[src/cache_config.svh]
// Size settings for the 4-way set-associative tag directory
// Included by every package and RTL module of the directory
// The offset and index widths are derived from the line size and set count

`ifndef CACHE_CONFIG_SVH
`define CACHE_CONFIG_SVH

// Width of a byte address on the request port
`define CACHE_AWID 32

// Number of sets held in each way
`define CACHE_LINES 64

// Number of ways per set
`define CACHE_WAYS 4

// Bytes in one cache line
`define CACHE_LINE_BYTES 16

// Low address bits that select a byte inside the line
`define CACHE_OFFSET_BITS $clog2(`CACHE_LINE_BYTES)

// Address bits above the offset that select the set
`define CACHE_INDEX_BITS $clog2(`CACHE_LINES)

`endif

[src/cache_addr_pkg.sv]
// Address related types of the cache tag directory
// A request address splits into tag, set index and byte offset
// Modules name these types scoped in their ports and import the package inside

`include "cache_config.svh"

package cache_addr_pkg;

	// Full byte address as it arrives with a request
	typedef logic [`CACHE_AWID-1:0] address_t;

	// Tag bits sit above the index and offset fields
	typedef logic [`CACHE_AWID-`CACHE_INDEX_BITS-`CACHE_OFFSET_BITS-1:0] tag_t;

	// Set number taken from the middle of the address
	typedef logic [`CACHE_INDEX_BITS-1:0] index_t;

	// Byte position inside a line
	// The directory ignores it but tests use it to walk one line
	typedef logic [`CACHE_OFFSET_BITS-1:0] offset_t;

endpackage

[src/cache_way_pkg.sv]
// Way related types of the cache tag directory
// Holds the way number and the one-bit-per-way mask
// Valid bits and compare results both travel as a way mask

`include "cache_config.svh"

package cache_way_pkg;

	// Way number, two bits for four ways
	typedef logic [$clog2(`CACHE_WAYS)-1:0] way_t;

	// One bit per way, bit n belongs to way n
	typedef logic [`CACHE_WAYS-1:0] way_mask_t;

endpackage

[src/cache_victim_select.sv]
// Replacement choice for the 4-way directory
// Picks the lowest invalid way of a set, or the set's round-robin
// pointer when every way is valid
// The pointer of a set steps on each fill of that set

`timescale 1ns/1ps
`include "cache_config.svh"

module cache_victim_select (
	input  logic                     clk,
	input  logic                     rst_n,
	input  cache_addr_pkg::index_t   index,
	input  cache_way_pkg::way_mask_t valid,
	input  logic                     fill_en,
	output cache_way_pkg::way_t      victim_way
);
	import cache_way_pkg::*;

	// ============================================================
	// Round-robin pointers
	// ============================================================

	// One pointer per set, all start at way 0
	way_t ptr_q [`CACHE_LINES];

	// Every fill advances the pointer, including fills into an empty way
	// The two-bit pointer wraps from way 3 back to way 0 on its own
	always_ff @(posedge clk or negedge rst_n)
	begin
		if (!rst_n)
		begin
			for (int s = 0; s < `CACHE_LINES; s++)
				ptr_q[s] <= '0;
		end
		else if (fill_en)
		begin
			ptr_q[index] <= ptr_q[index] + 1'b1;
		end
	end

	// ============================================================
	// Victim choice
	// ============================================================

	// Default to the pointer, which is only kept when the set is full
	// A downward scan leaves the lowest invalid way as the final choice
	always_comb
	begin
		victim_way = ptr_q[index];
		for (int i = `CACHE_WAYS - 1; i >= 0; i--)
			if (!valid[i])
				victim_way = way_t'(i);
	end

endmodule

[config.mk]
export PLATFORM = sky130hd
export DESIGN_NAME = cache_victim_select
export DESIGN_NICKNAME = d
export VERILOG_FILES = /design/src/cache_addr_pkg.sv /design/src/cache_way_pkg.sv /design/src/cache_victim_select.sv
export VERILOG_INCLUDE_DIRS = /design/src /design/src/src
export SDC_FILE = /design/constraint.sdc
export NUM_CORES = 1
export LEC_CHECK = 0
export CAP_MARGIN = 20
export CORE_UTILIZATION = 32
export CTS_BUF_LIST = sky130_fd_sc_hd__clkbuf_8 sky130_fd_sc_hd__clkbuf_16
export CTS_CLUSTER_DIAMETER = 50
export CTS_CLUSTER_SIZE = 40
export DETAILED_ROUTE_END_ITERATION = 8
export DONT_BUFFER_PORTS = 1
export PLACE_DENSITY = 0.51
export SLEW_MARGIN = 15
export SYNTH_ARGS = -nofsm -noshare
export SYNTH_HDL_FRONTEND = slang
export SYNTH_SLANG_ARGS = --single-unit
[constraint.sdc]
create_clock -name clk -period 4.3 [get_ports clk]
set_input_delay 0.86 -clock clk [delete_from_list [all_inputs] [get_ports clk]]
set_output_delay 0.86 -clock clk [all_outputs]
set_load 0.05 [all_outputs]
# Word level (Yosys, flattened, before mapping)
# Index checks and enable logic that the tools add are counted.
dict set report op_classes {
  addsub 1
  magnitude_cmp 2
  muxes 10
  bitwise 1
  n_reduce_logical 1
}
# operator count
set op_table {}
lappend op_table {{128-bit bitwise mux} 1}
lappend op_table {{2-bit 2-to-1 mux} 7}
lappend op_table {{2-bit binary-select mux with 6-bit select} 1}
lappend op_table {{2-bit demux with 6-bit select} 1}
lappend op_table {{7-bit >= comparator, second input constant} 1}
lappend op_table {{7-bit by 1-bit < comparator with 1-bit output, second input constant} 1}
lappend op_table {{6-bit inverter with 7-bit output} 1}
lappend op_table {{2-bit by 1-bit adder with 2-bit output, second input constant} 1}
lappend op_table {{1-bit logical AND} 1}
dict set report totals {
  reg_bits 128
  input_bits 13
  output_inout_bits 2
  word_cells 79
}

# Depth between registers and ports, before layout
dict set report logic_depth {
  ltp_word 8
  depth_mapped 12
  ltp_nobuf 8
}

# Least setup slack after synthesis
# No wires, ideal clock.
dict set report synth_path {
  kind {input to output}
  startpoint {input port index[2]}
  endpoint {output port victim_way[0]}
  arrival_ns 3.449
  t_required_ns 3.440
  path_slack_ns -0.009
  cell_stages 11
  n_path_buf 3
  path_cell_list {buf_4 buf_6 nor2_1 a22oi_1 or2_2 a31oi_1 nor4_4 clkbuf_1 nand2_1 nand2_1 a21boi_0}
}
dict set report synth_via {
  elab_chain_len 8
}
# element line_no
set synth_lines {}
lappend synth_lines {{start, declared} cache_victim_select.sv:12} ;# input cache_addr_pkg::index_t index,
lappend synth_lines {{6-bit inverter with 7-bit output (implied by the code)} cache_victim_select.sv:49} ;# victim_way = ptr_q[index];
lappend synth_lines {{2-bit binary-select mux with 6-bit select} cache_victim_select.sv:49}
lappend synth_lines {{2-bit 2-to-1 mux (implied by the code) (2 in a row)} cache_victim_select.sv:49}
lappend synth_lines {{2-bit 2-to-1 mux (4 in a row)} cache_victim_select.sv:51} ;# if (!valid[i])
lappend synth_lines {{end, declared} cache_victim_select.sv:15} ;# output cache_way_pkg::way_t victim_way
# No other way between the ends. The select of a mux whose other input is x is not followed.

# Worst setup path in the final report
dict set report layout_path {
  startpoint {input port index[2]}
  endpoint {output port victim_way[1]}
}
# Same word-level chain as after synthesis.

==> results.sh <==
export IMPL_dieArea_um2=20600
export IMPL_cts_tree="done"
export IMPL_wl_per_cell_um=20.7
export IMPL_end_kind="primary output"
export IMPL_grt_start_max_net_pins=129
export IMPL_status="completed"
export IMPL_synth_largest_type_area_fraction_pct=50.0
export IMPL_grtUsageMet1_pct=24.4
export IMPL_overflow=0
export IMPL_ys_flop_type="dfrtp_1"
export IMPL_powerDensity_nw_per_um2=510
export IMPL_required_ns=3.44
export IMPL_r2r_end="ptr_q[95]"
export IMPL_antenna_cells=0
export IMPL_power_w=0.00369
export IMPL_skew_ns=0.00693
export IMPL_num_rows=51
export IMPL_reg2reg_from="ptr_q[34]"
export IMPL_max_clock_path_buffers=2
export IMPL_crit_arrival_ns=2.79
export IMPL_yosysUniqueCellTypes=54
export IMPL_synth_fp_nets=536
export IMPL_htreeDepth=4
export IMPL_r2r_setup_slack_ns=1.17
export IMPL_boundaryPins=15
export IMPL_dp_hpwl_mm=9.92
export IMPL_grt_usage_pct=17.6
export IMPL_insertion_delay_ns=0.43
export IMPL_rsz0062_at_grt="false"
export IMPL_wirelength_mm=16.4
export IMPL_reg_top3="ptr_q (128)"
export IMPL_die_y_um=143
export IMPL_critPathLaunchType="input port"
export IMPL_ys_ff_latch=128
export IMPL_worstPathMaxFanout=57
export IMPL_relSlewSlack_pct=30.3
export IMPL_seq_area_frac_synth_pct=50.0
export IMPL_crit_type="in -> out"
export IMPL_fin_setup_tns_ns=0
export IMPL_fin_crit_ns=3.65
export IMPL_setup_violations=0
export IMPL_max_cap_violations=0
export IMPL_cts_hold_buffers_added=0
export IMPL_ant_nets=0
export IMPL_tightest_slew_ns=1.04
export IMPL_avgViaCountPerCell=5.28
export IMPL_synth_edf_count=0
export IMPL_initial_utilization_pct=32.8
export IMPL_hold_class="in -> async"
export IMPL_post_cts_buffers=0
export IMPL_cts_root_buf="clkbuf_16"
export IMPL_fin_crit_sh_pct=85.0
export IMPL_vias=4196
export IMPL_crit_start="index[2]"
export IMPL_nNetsFinal=529
export IMPL_max_freq_mhz=274
export IMPL_top_register="ptr_q"
export IMPL_cts_buffers=17
export IMPL_largest_reg_flops=128
export IMPL_synth_area_leaders="dfrtp_1 50%, mux2_2 15%, mux2_1 8.8%"
export IMPL_path_clk_slew_ns=0.06
export IMPL_async_flop_share_pct=100
export IMPL_globalplace_congestion=0.738
export IMPL_met2_usage_pct=26.7
export IMPL_dieWidth_um=143
export IMPL_grt_pass1_wl_mm=26.5
export IMPL_area_growth_pct=13.1
export IMPL_drc=0
export IMPL_p_leak_nw=3.20
export IMPL_slew_viol_final=0
export IMPL_fill_cells=1929
export IMPL_synthCells=523
export IMPL_syn_area_per_cell_um2=12.2
export IMPL_post_cts_resized=0
export IMPL_yosys_warnings=0
export IMPL_synth_area_um2=6400
export IMPL_vdd_ir_drop_max_mv=0.289
export IMPL_antenna_found_initial=0
export IMPL_r2r_cells=9
export IMPL_cts_sinks=128
export IMPL_firstDrtPassIters=4
export IMPL_top_usage_layer="met2"
export IMPL_first_iter_violations=285
export IMPL_hold_viol=0
export IMPL_grt_util_met3_pct=4.13
export IMPL_grt_pass1_vias=4512
export IMPL_core_area_um2=19500
export IMPL_yosys_area_top_type="dfrtp_1"
export IMPL_drive_above_1_share_pct=28.2
export IMPL_port_buffers=0
## per-stage QoR
step	hold slack [ns]	utilization (%)	cells	area [µm²]	setup WS, ns
5_1_grt	0.109	37.1	794	7240	0.546
2_1_floorplan	0.452	-	523	6400	0.360
3_5_place_dp	0.468	33.9	762	6610	0.591
3_3_place_gp	0.464	33.9	762	6610	0.672
4_1_cts	0.109	37.1	794	7240	0.653
6_report	0.126	37.1	794	7240	0.646
## power by group
part | total [W] | switching [W] | internal, W | leakage [nW]
logic | 0.000565 | 0.000276 | 0.000289 | 1.21
clock network | 0.00154 | 0.000557 | 0.000983 | 0.302
registers | 0.00159 | 0.000132 | 0.00146 | 1.68
## Yosys cell counts (2+ instances only)
| library cell | count |
|---|---|
| nand3b_1 | 2 |
| nor2b_1 | 3 |
| buf_4 | 3 |
| nand2b_1 | 2 |
| a31oi_1 | 5 |
| a21oi_1 | 4 |
| or2_2 | 3 |
| inv_1 | 2 |
| and3_1 | 2 |
| mux2i_1 | 21 |
| o21ai_0 | 7 |
| o211ai_1 | 3 |
| mux2_1 | 50 |
| o21ai_1 | 2 |
| a221oi_1 | 6 |
| nand2_1 | 53 |
| a22o_1 | 4 |
| nor3b_1 | 3 |
| mux4_2 | 7 |
| o221ai_1 | 3 |
| buf_2 | 10 |
| mux2_2 | 86 |
| nor2_1 | 39 |
| a22oi_1 | 11 |
| a311oi_1 | 2 |
| nor3_1 | 4 |
| and2_1 | 2 |
| buf_6 | 8 |
| dfrtp_1 | 128 |
| buf_1 | 3 |
| nand3_1 | 11 |
| clkbuf_1 | 11 |
| nand4_1 | 2 |
## cells by family after synthesis
logic type	share of synthesized area, %
mux	29.7
simple gates	10.3
flops	50.0
compound gates	6.25
buf+inv	3.54
xor+xnor	0.254
## metal layers
metal / part of all wire, % / wire length [µm]
met5: 0 / 0
met4: 1.8 / 301
met3: 6.1 / 997
met2: 46 / 7540
met1: 46 / 7590
## final cells by class
class / count / area [µm²] / share of cell area [%]
clock buffers: 18 / 439 / 6.07
clock inverters: 14 / 189 / 2.61
inverters: 3 / 11.3 / 0.156
multi-input cells: 357 / 3000 / 41.4
flip-flops and latches: 128 / 3200 / 44.2
well taps: 265 / 332 / 4.58
repair buffers: 9 / 67.6 / 0.933
## cell usage in the layout, fill, tap and decap left out, drive strengths merged, types with 6 or more instances in the layout
master,count
clkbuf,18
o21ai,9
mux2i,21
a221oi,6
nand3,11
nand2,53
mux2,136
buf,9
dfrtp,128
mux4,7
a22oi,11
clkinv,6
nor2,40
## worst max-delay path, stage by stage
cell	delay, ns
nor2b_1	0.16
a221oi_1	0.29
a311oi_1	0.10
a211oi_1	0.34
o221ai_1	0.22
nor4b_2	0.45
a31oi_1	0.13
buf_4	0.20
## worst max path at each step
stage	endpoint	slack (ns)	depth (start not counted)
after detailed placement	ptr_q[95]	0.59	10
after global placement	victim_way[0]	0.67	9
after floorplan	victim_way[0]	0.36	11
after CTS	victim_way[0]	0.65	9
after global routing	victim_way[1]	0.55	8
final	victim_way[1]	0.65	8
(Power assumes the default switching activity.)
