File: config.mk
export PLATFORM = sky130hd
export DESIGN_NAME = cache_lookup
export DESIGN_NICKNAME = d
export VERILOG_FILES = /design/src/cache_addr_pkg.sv /design/src/cache_way_pkg.sv /design/src/cache_hit.sv /design/src/cache_lookup.sv
export VERILOG_INCLUDE_DIRS = /design/src /design/src/src
export SDC_FILE = /design/constraint.sdc
export NUM_CORES = 1
export LEC_CHECK = 0
export BUFFER_PORTS_ARGS = -buffer_cell sky130_fd_sc_hd__buf_2
export CORE_MARGIN = 4
export CORE_UTILIZATION = 43
export CTS_BUF_LIST = sky130_fd_sc_hd__clkbuf_4 sky130_fd_sc_hd__clkbuf_8
export CTS_CLUSTER_SIZE = 24
export DETAILED_ROUTE_END_ITERATION = 8
export GPL_TIMING_DRIVEN = 0
export PLACE_DENSITY = 0.84
export RECOVER_POWER = 25
export SLEW_MARGIN = 20
export SYNTH_ARGS = -nofsm -noshare
export SYNTH_HDL_FRONTEND = slang
export SYNTH_SLANG_ARGS = --single-unit
File: constraint.sdc
create_clock -name clk -period 2.1 [get_ports clk]
set_input_delay 0.105 -clock clk [delete_from_list [all_inputs] [get_ports clk]]
set_output_delay 0.105 -clock clk [all_outputs]
set_load 0.02 [all_outputs]
File: src/cache_config.svh
// Size settings for the 4-way set-associative tag directory
// Included by every package and RTL module of the directory
// The offset and index widths are derived from the line size and set count

`ifndef CACHE_CONFIG_SVH
`define CACHE_CONFIG_SVH

// Width of a byte address on the request port
`define CACHE_AWID 32

// Number of sets held in each way
`define CACHE_LINES 64

// Number of ways per set
`define CACHE_WAYS 4

// Bytes in one cache line
`define CACHE_LINE_BYTES 16

// Low address bits that select a byte inside the line
`define CACHE_OFFSET_BITS $clog2(`CACHE_LINE_BYTES)

// Address bits above the offset that select the set
`define CACHE_INDEX_BITS $clog2(`CACHE_LINES)

`endif

File: src/cache_addr_pkg.sv
// Address related types of the cache tag directory
// A request address splits into tag, set index and byte offset
// Modules name these types scoped in their ports and import the package inside

`include "cache_config.svh"

package cache_addr_pkg;

	// Full byte address as it arrives with a request
	typedef logic [`CACHE_AWID-1:0] address_t;

	// Tag bits sit above the index and offset fields
	typedef logic [`CACHE_AWID-`CACHE_INDEX_BITS-`CACHE_OFFSET_BITS-1:0] tag_t;

	// Set number taken from the middle of the address
	typedef logic [`CACHE_INDEX_BITS-1:0] index_t;

	// Byte position inside a line
	// The directory ignores it but tests use it to walk one line
	typedef logic [`CACHE_OFFSET_BITS-1:0] offset_t;

endpackage

File: src/cache_way_pkg.sv
// Way related types of the cache tag directory
// Holds the way number and the one-bit-per-way mask
// Valid bits and compare results both travel as a way mask

`include "cache_config.svh"

package cache_way_pkg;

	// Way number, two bits for four ways
	typedef logic [$clog2(`CACHE_WAYS)-1:0] way_t;

	// One bit per way, bit n belongs to way n
	typedef logic [`CACHE_WAYS-1:0] way_mask_t;

endpackage

File: src/cache_hit.sv
// Hit detector of the tag directory
// Compares one request tag against the four ways of a set
// Gives the hit flag and hit way in the same cycle, and the any-valid
// flag of the set two registers later

`timescale 1ns/1ps
`include "cache_config.svh"

module cache_hit (
	input  logic                                   clk,
	input  logic                                   rst_n,
	input  cache_addr_pkg::tag_t                   req_tag,
	input  cache_addr_pkg::tag_t [`CACHE_WAYS-1:0] tags,
	input  cache_way_pkg::way_mask_t               valid,
	output logic                                   hit,
	output cache_way_pkg::way_t                    hit_way,
	output logic                                   set_valid
);
	import cache_way_pkg::*;

	// Per-way compare results
	way_mask_t match;

	// Way reported last time, held when nothing matches
	way_t prev_way;

	// First stage of the set-valid delay
	logic cv1;

	// A way matches only if its tag is equal and its entry is valid
	always_comb
	begin
		for (int i = 0; i < `CACHE_WAYS; i++)
			match[i] = valid[i] && (tags[i] == req_tag);
	end

	assign hit = |match;

	// Start from the held way so a miss leaves it unchanged
	// Scanning upward lets the highest matching way win
	always_comb
	begin
		hit_way = prev_way;
		for (int i = 0; i < `CACHE_WAYS; i++)
			if (match[i])
				hit_way = way_t'(i);
	end

	always_ff @(posedge clk or negedge rst_n)
	begin
		if (!rst_n)
			prev_way <= '0;
		else
			prev_way <= hit_way;
	end

	// Any-valid flag of the looked-up set
	// Two registers place it one cycle behind the lookup result
	always_ff @(posedge clk or negedge rst_n)
	begin
		if (!rst_n)
		begin
			cv1       <= 1'b0;
			set_valid <= 1'b0;
		end
		else
		begin
			cv1       <= |valid;
			set_valid <= cv1;
		end
	end

endmodule

File: src/cache_lookup.sv
// Lookup stage of the tag directory
// Registers a request, splits the address and runs the hit check on the set
// A miss issues a fill of the victim way at the same edge that reports it
// done, hit and way come one cycle after the request is sampled

`timescale 1ns/1ps
`include "cache_config.svh"

module cache_lookup (
	input  logic                                   clk,
	input  logic                                   rst_n,
	input  logic                                   req,
	input  cache_addr_pkg::address_t               adr,
	input  cache_addr_pkg::tag_t [`CACHE_WAYS-1:0] rd_tags,
	input  cache_way_pkg::way_mask_t               rd_valid,
	input  cache_way_pkg::way_t                    victim_way,
	output cache_addr_pkg::index_t                 rd_index,
	output logic                                   fill_en,
	output cache_addr_pkg::index_t                 fill_index,
	output cache_way_pkg::way_t                    fill_way,
	output cache_addr_pkg::tag_t                   fill_tag,
	output logic                                   done,
	output logic                                   hit,
	output cache_way_pkg::way_t                    way,
	output logic                                   set_valid
);
	import cache_addr_pkg::*;
	import cache_way_pkg::*;

	// Registered request
	logic     req_q;
	address_t adr_q;

	// Fields of the registered address
	tag_t   tag_q;
	index_t index_q;

	// Result of the compare in the current cycle
	logic hit_c;
	way_t hit_way;

	// ============================================================
	// Request register
	// ============================================================

	// The address is reset too so the set read after reset is defined
	always_ff @(posedge clk or negedge rst_n)
	begin
		if (!rst_n)
		begin
			req_q <= 1'b0;
			adr_q <= '0;
		end
		else
		begin
			req_q <= req;
			if (req)
				adr_q <= adr;
		end
	end

	// Tag above index, index above the line offset
	assign tag_q   = adr_q[`CACHE_AWID-1 : `CACHE_INDEX_BITS+`CACHE_OFFSET_BITS];
	assign index_q = adr_q[`CACHE_INDEX_BITS+`CACHE_OFFSET_BITS-1 : `CACHE_OFFSET_BITS];

	assign rd_index = index_q;

	// ============================================================
	// Hit check and fill
	// ============================================================

	cache_hit u_hit (
		.clk       (clk),
		.rst_n     (rst_n),
		.req_tag   (tag_q),
		.tags      (rd_tags),
		.valid     (rd_valid),
		.hit       (hit_c),
		.hit_way   (hit_way),
		.set_valid (set_valid)
	);

	// A miss allocates right away, the tag store writes at the next edge
	// A request registered at that edge already sees the new entry
	assign fill_en    = req_q && !hit_c;
	assign fill_index = index_q;
	assign fill_way   = victim_way;
	assign fill_tag   = tag_q;

	// ============================================================
	// Result register
	// ============================================================

	// hit and way only change when a result is reported
	always_ff @(posedge clk or negedge rst_n)
	begin
		if (!rst_n)
		begin
			done <= 1'b0;
			hit  <= 1'b0;
			way  <= '0;
		end
		else
		begin
			done <= req_q;
			if (req_q)
			begin
				hit <= hit_c;
				way <= hit_c ? hit_way : victim_way;
			end
		end
	end

endmodule

# ---- After elaboration in Yosys (flattened, before gate mapping)
# Index checks and enable logic that the tools add are counted.
dict set report classes {
  n_eq_ne 4
  n_mux 5
  n_reduce_logical 8
}
# operator n
set op_table {}
lappend op_table {{equality test 22 bit} 4}
lappend op_table {{2-to-1 mux 2 bit} 5}
lappend op_table {{OR reduction 4 bit} 2}
lappend op_table {{logical AND 1 bit} 5}
lappend op_table {{logical NOT 1 bit} 1}
dict set report word_totals {
  register_bits 41
  in_bits 129
  output_inout_bits 42
}

# ---- Longest topological paths before layout
# Gate-level depths: netlist (run 1).
dict set report depth {
  word_depth 7
  depth_mapped 7
}

# ---- Modules after synthesis
# A second synthesis (run 1) with hierarchy kept.
dict set report hier_totals {
  hier_cells 213
  hier_area_um2 2501.1
}
# module instances cells_each area_each_um2 seq_area_each_um2
set modules_own_cells {}
lappend modules_own_cells {cache_lookup 1 80 1382.6 825.8}
lappend modules_own_cells {cache_hit 1 133 1118.6 100.1}

# ---- Least setup slack after synthesis (run 1)
# No wires, ideal clock.
dict set report synth_timing {
  path_type {register to register}
  start {register adr_q[30]}
  end {register way[1]}
  setup_ns 0.121
  t_arrival_ns 1.561
  path_slack_ns 0.417
  path_stages_with_launch 8
  n_path_buf 1
  path_cell_list {dfrtp_1 buf_2 xor2_1 nor4_1 nand4_1 nor3_4 nor3b_1 o22a_1}
}
dict set report synth_between {
  elab_chain_cells 7
  word_cells_on_any_way 14
}
# element line
set synth_lines {}
lappend synth_lines {{start, declared} cache_lookup.sv:32} ;# address_t adr_q;
lappend synth_lines {{start signal, assigned} cache_lookup.sv:58} ;# adr_q <= adr;
lappend synth_lines {{equality test 22 bit} cache_hit.sv:34} ;# match[i] = valid[i] && (tags[i] == req_tag);
lappend synth_lines {{logical AND 1 bit} cache_hit.sv:34}
lappend synth_lines {{2-to-1 mux 2 bit (4 in a row)} cache_hit.sv:45} ;# if (match[i])
lappend synth_lines {{2-to-1 mux 2 bit *} cache_lookup.sv:109} ;# way <= hit_c ? hit_way : victim_way;
lappend synth_lines {{end signal, assigned} cache_lookup.sv:109}
lappend synth_lines {{end, declared} cache_lookup.sv:24} ;# output cache_way_pkg::way_t way,
# Mark *: on every way between the ends. The rest lies on a longest branch, timed or not.
# A chain may end at the register's enable or synchronous reset.

# ---- Worst setup path in the final report (run 1)
dict set report layout_timing {
  start {register adr_q[31]}
  end {output port fill_en}
}
dict set report layout_between {
  elab_chain_cells 5
  word_cells_on_any_way 11
}
# element line
set layout_lines {}
lappend layout_lines {{equality test 22 bit} cache_hit.sv:34}
lappend layout_lines {{logical AND 1 bit} cache_hit.sv:34}
lappend layout_lines {{OR reduction 4 bit *} cache_hit.sv:37} ;# assign hit = |match;
lappend layout_lines {{logical NOT 1 bit *} cache_lookup.sv:85} ;# assign fill_en = req_q && !hit_c;
lappend layout_lines {{logical AND 1 bit *} cache_lookup.sv:85}
lappend layout_lines {{end, declared} cache_lookup.sv:18} ;# output logic fill_en,
# Marks and branches as above.

==> flow_summary_export.csv, run 1 <==
group,metric,value,unit
status,status,"completed",
power_and_ir_drop,p_sw_frac,0.353,
sta,drv_slew,0,
clock_network,clock_latency,0.29,ns
logic_synthesis,synth_seq_cells,35,
logic_synthesis,yosysTopAreaCellShare,0.358,
sta,setup_viol,0,
placed_design,routabilityCongestion,0.823,
worst_setup_path,cp-start-kind,"flip-flop",
worst_setup_path,reg2regPathDepth,8,
worst_setup_path,crit_chain,"buf_6 > xor2_1 > nor4_2 > nand4_1 > nand3_2 > nor3_4 > buf_6",
floorplanning,initial_utilization,0.444,
sta,slew_headroom,0.461,
clock_network,cts_buffer_depth,2,
power_and_ir_drop,p_sw,758,uW
detailed_routing,vias_per_cell,4.84,
worst_setup_path,crit_slowest_cell,"dfrtp_1",
floorplanning,die_y,83.4,microns
worst_setup_path,r2r-start,"adr_q[14]$_DFFE_PN0P_",
sta,fin_skew,0.00479,ns
detailed_routing,drc,0,
logic_synthesis,async_flop_share,1.00,
power_and_ir_drop,pwr-share-comb,0.400,
logic_synthesis,synth.net_count,359,
logic_synthesis,synth-compound-area-share,0.0138,
detailed_routing,wirelength,8290,microns
placed_design,portBuffers,166,
logic_synthesis,synth-edff-count,0,
final_layout,drive_above_1_share,0.575,
clock_network,cts_tree,"done",
logic_synthesis,synth_cells,230,
sta,hold_viol,0,
power_and_ir_drop,irDropWorstVdd,0.000393,V
logic_synthesis,syn_avg_cell_area,10.6,sq um
logic_synthesis,ys_types,23,
sta,fmax,481,MHz
logic_synthesis,synth_top_family_by_area,"XOR/XNOR gates",
clock_network,path_clk_slew,0.08,ns
floorplanning,boundaryPins,171,
global_routing,grt-ovfl-total,0,
worst_setup_path,worst_ep_arrival_time,1.97,ns
hold_path,hold_depth,2,
hold_path,min_to,"u_hit.cv1$_DFF_PN0_",
logic_synthesis,yosysWarnings,0,
detailed_routing,vias,2329,
clock_network,htreeDepth,2,
sta,tightest_slew,0.808,ns
floorplanning,dieArea,6960,sq um
global_routing,grt_pass1_wl,12800,microns
final_layout,finalNetCount,537,
worst_setup_path,worst-path-max-fanout,5,
worst_setup_path,crit_type,"flip-flop to output pin",
worst_setup_path,slowest_delay,0.40,ns
logic_synthesis,synth_common_cells,"xnor2_1, xor2_1, dfrtp_1",
final_layout,syn_to_final_growth,50.5,%
job,max-cap-violations,0,
sta,timing.final.crit_share,0.990,
global_routing,grt_usage,0.232,
logic_synthesis,yosys_most_used_dff,"dfrtp_1",
floorplanning,fp-row-count,27,
detailed_routing,drt_iter0_drc,47,
worst_setup_path,worstPathRequired,2.00,ns
detailed_routing,ant_nets,0,
logic_synthesis,synth_mux_area_frac,0.129,
placed_design,pre_cts_ws,0.183,ns
worst_setup_path,crit_top_cell,"buf_6",
clock_network,cts_buffers,5,
worst_setup_path,r2r_setup_slack,0.18,ns
logic_synthesis,synth-xor-area-share,0.315,
logic_synthesis,yosysSeqAreaShare,0.358,
power_and_ir_drop,cellLeakagePower,0.00171,uW
logic_synthesis,yosysMostFrequentCell,"xnor2_1",
global_routing,grt_pass1_vias,2603,
detailed_routing,wire_per_inst,17.2,microns
floorplanning,core-area,5510,sq um
detailed_routing,drtPass1Iterations,4,
placed_design,dp_hpwl,6830,microns
logic_synthesis,synth_area,2450,sq um
sta,min_period,2.08,ns
global_routing,antenna_found_initial,0,
power_and_ir_drop,clkPwrFrac,0.236,
logic_synthesis,post_synth_and_or_nand_nor_area_fraction,0.104,
floorplanning,die_w,83.4,microns
global_routing,grt_max_degree,36,
power_and_ir_drop,p_int,1390,uW
worst_setup_path,r2r_end,"way[0]$_DFFE_PN0P_",
final_layout,n_antenna_cell,0,
hold_path,hold_path_class,"input pin to flip-flop",
power_and_ir_drop,p_per_area,583,nW/um^2
sta,worst_slack,0.0210,ns
worst_setup_path,crit_path_end_kind,"output pin",
logic_synthesis,synthTopCellsByArea,"dfrtp_1, xnor2_1, xor2_1, mux2_2, buf_2",
hold_path,holdCritStartpoint,"rd_valid[2]",
power_and_ir_drop,pwr-share-seq,0.364,
clock_network,root_buffer,"clkbuf_8",
clock_network,clock_sinks,35,
logic_synthesis,synth_top_cell_by_area,"dfrtp_1",
power_and_ir_drop,finalPower,2150,uW
logic_synthesis,synthAdderAreaFrac,0,
[metal layers]
metal,up-vias,global-route usage,part of all wire
met5,-,0,0
met4,0,0.0468,0.011
met2,108,0.440,0.54
li1,1125,-,-
met3,10,0.0546,0.069
met1,1086,0.263,0.38
[cell type report]
| class | instances | area [sq um] |
|---|---|---|
| Sequential cell | 35 | 877 |
| Timing Repair Buffer | 174 | 875 |
| Buffer | 30 | 220 |
| Fill cell | 455 | 1820 |
| Tap cell | 72 | 90.1 |
| Clock buffer | 5 | 68.8 |
| Clock inverter | 3 | 23.8 |
| Multi-Input combinational cell | 162 | 1530 |
[state kept, by name, indices dropped and copies added (netlist names)]
name	flops
adr_q	28
way	2
done	1
hit	1
req_q	1
u_hit.cv1	1
u_hit.set_valid	1
[kinds of logic after synthesis]
family                 Yosys count
AND/OR/NAND/NOR                 41
XOR/XNOR                        88
flip-flops                      35
multiplexers                    28
buffers and inverters           33
AO/OA/AOI/OAI                    5
[cells in the final DEF (no fill, tap or decap), types with 2 or more instances in the layout]
cell type and n:
a31oi_1 2, buf_2 151, buf_4 14, buf_6 10
clkbuf_1 26, clkbuf_8 5, clkinvlp_4 2, dfrtp_1 34
dlygate4sd3_1 2, mux2_2 28, nand4_1 16, nor2_1 6
nor3_4 2, nor4_2 8, xnor2_1 43, xnor2_2 8
xor2_1 35, xor2_2 2
[how the worst max path moves through the flow]
stage	startpoint	to	slack, ns
CTS	adr_q[29]$_DFFE_PN0P_	fill_en	0.001
finish	adr_q[31]$_DFFE_PN0P_	fill_en	0.02
detailed placement	adr_q[30]$_DFFE_PN0P_	fill_en	0.18
global route	adr_q[22]$_DFFE_PN0P_	fill_en	-0.09
floorplan	adr_q[30]$_DFFE_PN0P_	way[1]$_DFFE_PN0P_	0.42
global placement	adr_q[30]$_DFFE_PN0P_	fill_en	0.22
[stage by stage]
stage	hold slack (ns)	util	cell area (sq um)	cells	setup TNS [ns]
2_1_floorplan	-0.191	-	2450	230	0
3_3_place_gp	0.229	0.611	3370	468	0
5_1_grt	0.0340	0.669	3680	481	-0.0870
3_5_place_dp	0.228	0.611	3370	468	0
6_report	0.0395	0.669	3680	481	0
4_1_cts	0.0300	0.641	3530	480	0
[repair_timing]
| action | 4_1_cts | 5_1_grt |
|---|---|---|
| buffers inserted | 3 | 3 |
| hold buffers | 2 | 0 |
| resized for setup | 8 | 37 |
| pin swaps | 5 | 15 |
| endpoints found under the setup margin | 1 | 1 |
| hold endpoints to repair | 36 | 0 |
[critical path: cells and delay by family, from the launching register on]
family                 cells  cell delay (ns)
XOR/XNOR                   1             0.16
buffers and inverters      2             0.27
flip-flops                 1             0.40
AND/OR/NAND/NOR            4             0.85
[power groups by stage]
stage | registers, uW | clock network (uW) | logic, uW
after detailed placement | 780 | 0 | 809
after floorplan | 857 | 0 | 421
after CTS | 770 | 525 | 830
after global routing | 791 | 554 | 927
final | 781 | 507 | 859
after global placement | 775 | 0 | 789
No activity file was read; power rests on OpenSTA's default activity.
==> run 2, diff against run 1 <==
--- a/config.mk
+++ b/config.mk
@@ -8,12 +8,11 @@
 export LEC_CHECK = 0
 export BUFFER_PORTS_ARGS = -buffer_cell sky130_fd_sc_hd__buf_2
 export CORE_MARGIN = 4
-export CORE_UTILIZATION = 43
-export CTS_BUF_LIST = sky130_fd_sc_hd__clkbuf_4 sky130_fd_sc_hd__clkbuf_8
+export CORE_UTILIZATION = 42
 export CTS_CLUSTER_SIZE = 24
 export DETAILED_ROUTE_END_ITERATION = 8
 export GPL_TIMING_DRIVEN = 0
-export PLACE_DENSITY = 0.84
+export PLACE_DENSITY = 0.83
 export RECOVER_POWER = 25
 export SLEW_MARGIN = 20
 export SYNTH_ARGS = -nofsm -noshare
==> flow_summary_export.csv, run 2 (synthesized netlist as in run 1, its figures left out) <==
group,metric,value,unit
status,status,"completed",
detailed_routing,drt_iter0_drc,16,
global_routing,grt_pass1_vias,2657,
floorplanning,boundaryPins,171,
final_layout,final_cell_mix,"buf_2, xnor2_1, xor2_1",
clock_network,clock_latency,0.29,ns
worst_setup_path,worst_ep_arrival_time,1.95,ns
sta,setup_viol,0,
placed_design,routabilityCongestion,0.802,
floorplanning,dieArea,7110,sq um
worst_setup_path,crit_path_end_kind,"output pin",
power_and_ir_drop,finalPower,2360,uW
clock_network,path_clk_slew,0.08,ns
global_routing,grt_max_degree,36,
floorplanning,initial_utilization,0.439,
job,max-cap-violations,0,
global_routing,antenna_found_initial,0,
sta,worst_slack,0.0457,ns
sta,fmax,487,MHz
floorplanning,die_y,84.3,microns
sta,tightest_slew,0.804,ns
global_routing,grt_usage,0.230,
clock_network,cts_buffers,5,
placed_design,portBuffers,166,
final_layout,finalNetCount,533,
final_layout,reg_top3,"adr_q x28, way x2",
detailed_routing,drtPass1Iterations,4,
detailed_routing,wire_per_inst,17.3,microns
sta,timing.final.crit_share,0.978,
hold_path,hold_path_class,"input pin to flip-flop",
final_layout,utilization,0.653,
sta,fin_skew,0.00568,ns
detailed_routing,wirelength,8260,microns
detailed_routing,vias_per_cell,4.90,
final_layout,drive_above_1_share,0.568,
detailed_routing,vias,2339,
placed_design,dp_hpwl,6740,microns
worst_setup_path,worstPathRequired,2.00,ns
final_layout,n_antenna_cell,0,
sta,min_period,2.05,ns
clock_network,cts_buffer_depth,2,
power_and_ir_drop,irDropWorstVdd,0.000389,V
final_layout,largest-register,"adr_q",
sta,rsz0062_at_grt,"true",
final_layout,regArea,880,sq um
clock_network,htreeDepth,2,
sta,drv_slew,0,
worst_setup_path,worst-path-max-fanout,5,
clock_network,cts_tree,"done",
floorplanning,fp-row-count,27,
placed_design,dpl-instance-area,3370,sq um
global_routing,grt_pass1_wl,12700,microns
clock_network,root_buffer,"clkbuf_8",
power_and_ir_drop,cellLeakagePower,0.00169,uW
placed_design,pre_cts_ws,0.225,ns
final_layout,fillCellCount,496,
detailed_routing,ant_nets,0,
detailed_routing,drc,0,
sta,slew_headroom,0.464,
final_layout,multiInputGateArea,1480,sq um
power_and_ir_drop,p_per_area,648,nW/um^2
clock_network,clock_sinks,35,
floorplanning,core-area,5570,sq um
final_layout,largest_register_ffs,28,
worst_setup_path,crit_type,"flip-flop to output pin",
worst_setup_path,r2r_setup_slack,0.29,ns
worst_setup_path,cp-start-kind,"flip-flop",
sta,hold_viol,0,
floorplanning,die_w,84.3,microns
final_layout,syn_to_final_growth,48.8,%
global_routing,grt-ovfl-total,0,
final_layout,layout_commonest_cell,"buf_2",
final_layout,fin_area,3640,sq um
## run 2: changes by cell type in the layout (fill, tap and decap cells not counted), sizes merged
cell / before / now
inv: 1 / 0
clkbuf: 31 / 27
clkinvlp: 2 / 1
bufinv: 0 / 2
## run 2: worst paths after layout
| check | from | endpoint | cells after the start |
|---|---|---|---|
| worst max-delay path | adr_q[26]$_DFFE_PN0P_ | fill_en | 7 |
| worst min-delay path | rd_valid[2] | u_hit.cv1$_DFF_PN0_ | 2 |
| worst max register to register | adr_q[26]$_DFFE_PN0P_ | way[0]$_DFFE_PN0P_ | 8 |
| worst min register to register | u_hit.cv1$_DFF_PN0_ | u_hit.set_valid$_DFF_PN0_ | 0 |
| max in group asynchronous | rst_n | adr_q[28]$_DFFE_PN0P_ | 2 |
| min in group asynchronous | rst_n | adr_q[16]$_DFFE_PN0P_ | 2 |
## run 2: routing by layer
metal / track usage / wire, microns / up-vias
li1: - / - / 1113
met2: 0.424 / 4310 / 116
met4: 0.0921 / 297 / 0
met1: 0.246 / 3000 / 1085
met3: 0.0618 / 649 / 25
met5: 0 / 0 / -
## run 2: final cells by class
class	instances	area share
buffer	29	0.0550
clock buffer	5	0.0189
clock inverter	3	0.0186
multi-input combinational	162	0.407
sequential	35	0.242
tap	72	0.0248
timing repair buffer	171	0.234
## run 2: stage by stage
| stage | TNS, ns | hold slack, ns | cells |
|---|---|---|---|
| 2_1_floorplan | 0 | -0.191 | 230 |
| 3_3_place_gp | 0 | 0.229 | 468 |
| 3_5_place_dp | 0 | 0.231 | 468 |
| 4_1_cts | 0 | 0.0184 | 477 |
| 5_1_grt | -0.120 | 0.0318 | 477 |
| 6_report | 0 | 0.0280 | 477 |
## run 2: timing repair
| action | in CTS | in global routing |
|---|---|---|
| pin swaps | 3 | 10 |
| endpoints found under the hold margin | 36 | 0 |
| buffers inserted | 0 | 3 |
| endpoints found under the setup margin | 1 | 1 |
| hold buffers | 2 | 0 |
| gates resized for setup | 5 | 28 |
## run 2: power by group
part / leakage (uW) / total, uW / switching, uW / internal, uW
clock: 0.0000644 / 743 / 269 / 474
combinational: 0.00123 / 826 / 429 / 397
sequential: 0.000401 / 789 / 53.1 / 736
total: 0.00169 / 2360 / 750 / 1610
## run 2: critical path, stage by stage (launching register included)
cell     delay [ns]
dfrtp_1        0.40
buf_6          0.15
xnor2_2        0.15
nand4_1        0.19
nor4_4         0.34
and2_4         0.23
nor3_2         0.05
buf_4          0.16
==> run 3, diff against run 2 <==
==> constraint.sdc (replaced) <==
create_clock -name clk -period 2.1 [get_ports clk]
set_input_delay 0.42 -clock clk [delete_from_list [all_inputs] [get_ports clk]]
set_output_delay 0.42 -clock clk [all_outputs]
set_load 0.02 [all_outputs]
==> flow_summary_export.csv, run 3 (synthesized netlist as in run 1, its figures left out) <==
group,metric,value,unit
worst_setup_path,worst_ep_arrival_time,1.98,ns
detailed_routing,vias,2360,
worst_setup_path,r2r-start,"adr_q[26]$_DFFE_PN0P_",
final_layout,final_cell_mix,"buf_2, xnor2_1, xor2_1",
floorplanning,die_w,84.3,microns
sta,rsz0062_at_grt,"true",
worst_setup_path,worstPathRequired,1.68,ns
sta,hold_viol,0,
sta,worst_slack,-0.301,ns
status,status,"finished with violations",
final_layout,drive_above_1_share,0.614,
power_and_ir_drop,p_per_area,644,nW/um^2
placed_design,dp_hpwl,6740,microns
sta,timing.final.crit_share,1.14,
power_and_ir_drop,cellLeakagePower,0.00177,uW
floorplanning,fp-row-count,27,
floorplanning,initial_utilization,0.439,
global_routing,grt_pass1_vias,2729,
detailed_routing,drt_iter0_drc,37,
final_layout,largest_register_ffs,28,
hold_path,hold_path_class,"input pin to asynchronous set/reset pin",
final_layout,instances_no_fill,481,
clock_network,clock_sinks,35,
power_and_ir_drop,irDropWorstVdd,0.000388,V
worst_setup_path,crit_type,"flip-flop to output pin",
sta,tns,-0.301,ns
worst_setup_path,worst-path-max-fanout,5,
sta,slew_headroom,0.400,
detailed_routing,drc,0,
status,violations,"setup timing",
detailed_routing,wire_per_inst,17.1,microns
floorplanning,core-area,5570,sq um
worst_setup_path,crit_start,"adr_q[15]$_DFFE_PN0P_",
global_routing,grt_usage,0.233,
detailed_routing,vias_per_cell,4.91,
final_layout,finalNetCount,537,
global_routing,grt_max_degree,36,
placed_design,dpl-instance-area,3370,sq um
clock_network,clock_latency,0.29,ns
placed_design,portBuffers,166,
sta,hold_ws,0.246,ns
sta,drv_slew,0,
global_routing,antenna_found_initial,0,
clock_network,root_buffer,"clkbuf_8",
worst_setup_path,cp-start-kind,"flip-flop",
detailed_routing,drtPass1Iterations,6,
final_layout,syn_to_final_growth,49.7,%
clock_network,hold_buffers,0,
sta,min_period,2.40,ns
worst_setup_path,cp-endpoint,"fill_en",
worst_setup_path,crit_path_end_kind,"output pin",
final_layout,largest-register,"adr_q",
worst_setup_path,r2r_end,"way[1]$_DFFE_PN0P_",
final_layout,layout_commonest_cell,"buf_2",
clock_network,cts_buffer_depth,2,
sta,tightest_slew,0.900,ns
sta,fmax,417,MHz
sta,fin_skew,0.00506,ns
sta,setup_viol,1,
global_routing,grt_pass1_wl,12900,microns
detailed_routing,ant_nets,0,
detailed_routing,wirelength,8220,microns
placed_design,placed_cells,468,
worst_setup_path,reg2regPathDepth,9,
final_layout,fin_area,3660,sq um
global_routing,grt-ovfl-total,0,
clock_network,cts_buffers,5,
floorplanning,dieArea,7110,sq um
job,max-cap-violations,0,
final_layout,reg_top3,"adr_q x28, way x2",
clock_network,htreeDepth,2,
placed_design,routabilityCongestion,0.802,
floorplanning,boundaryPins,171,
clock_network,path_clk_slew,0.08,ns
floorplanning,die_y,84.3,microns
worst_setup_path,r2r_setup_slack,0.16,ns
final_layout,n_antenna_cell,0,
clock_network,cts_tree,"done",
-- run 3: report_power, final --
group / switching, uW / leakage [uW] / internal (uW)
logic: 418 / 0.00130 / 409
registers: 53.1 / 0.000402 / 736
clock network: 269 / 0.0000644 / 474
total: 741 / 0.00177 / 1620
-- run 3: how the worst min path moves through the flow --
| stage | from | end | depth (start not counted) | slack [ns] |
|---|---|---|---|---|
| 2_1_floorplan | rst_n | adr_q[10]$_DFFE_PN0P_ | 0 | 0.12 |
| 3_3_place_gp | u_hit.cv1$_DFF_PN0_ | u_hit.set_valid$_DFF_PN0_ | 0 | 0.33 |
| 3_5_place_dp | u_hit.cv1$_DFF_PN0_ | u_hit.set_valid$_DFF_PN0_ | 0 | 0.34 |
| 4_1_cts | rst_n | adr_q[12]$_DFFE_PN0P_ | 1 | 0.24 |
| 5_1_grt | req | req_q$_DFF_PN0_ | 1 | 0.27 |
| 6_report | rst_n | adr_q[16]$_DFFE_PN0P_ | 1 | 0.25 |
-- run 3: per-stage QoR --
step / total power (uW) / utilization / worst slack [ns]
after floorplan: 1280 / - / 0.111
after global placement: 1570 / 0.604 / -0.0774
after detailed placement: 1590 / 0.604 / -0.0896
after CTS: 2370 / 0.647 / -0.277
after global routing: 2480 / 0.657 / -0.428
final: 2360 / 0.657 / -0.301
-- run 3: timing repair --
action | 4_1_cts | 5_1_grt
resized for setup | 20 | 4
pin swaps | 13 | 7
setup endpoints to repair | 1 | 1
buffers inserted | 6 | 4
cloned | 0 | 0
-- run 3: per-layer routing --
metal | up-vias | global-route usage | wire, microns
met5 | - | 0 | 0
met4 | 0 | 0.0892 | 259
met3 | 26 | 0.0638 | 724
met2 | 116 | 0.438 | 4370
met1 | 1096 | 0.245 | 2870
li1 | 1122 | - | -
-- run 3: area by class of cell --
| class | count | area [sq um] |
|---|---|---|
| clock buffer | 5 | 68.8 |
| multi-input combinational | 162 | 1450 |
| buffer | 28 | 196 |
| clock inverter | 3 | 67.6 |
| sequential | 35 | 878 |
| tap | 72 | 90.1 |
| fill | 485 | 1910 |
| timing repair buffer | 176 | 907 |
-- run 3: worst max-delay path: stages, from the launching register on --
cell	delay, ns
dfrtp_1	0.38
buf_2	0.18
xor2_1	0.15
nor4_1	0.36
nand4_1	0.25
nand3_2	0.17
nor3_2	0.05
buf_4	0.16
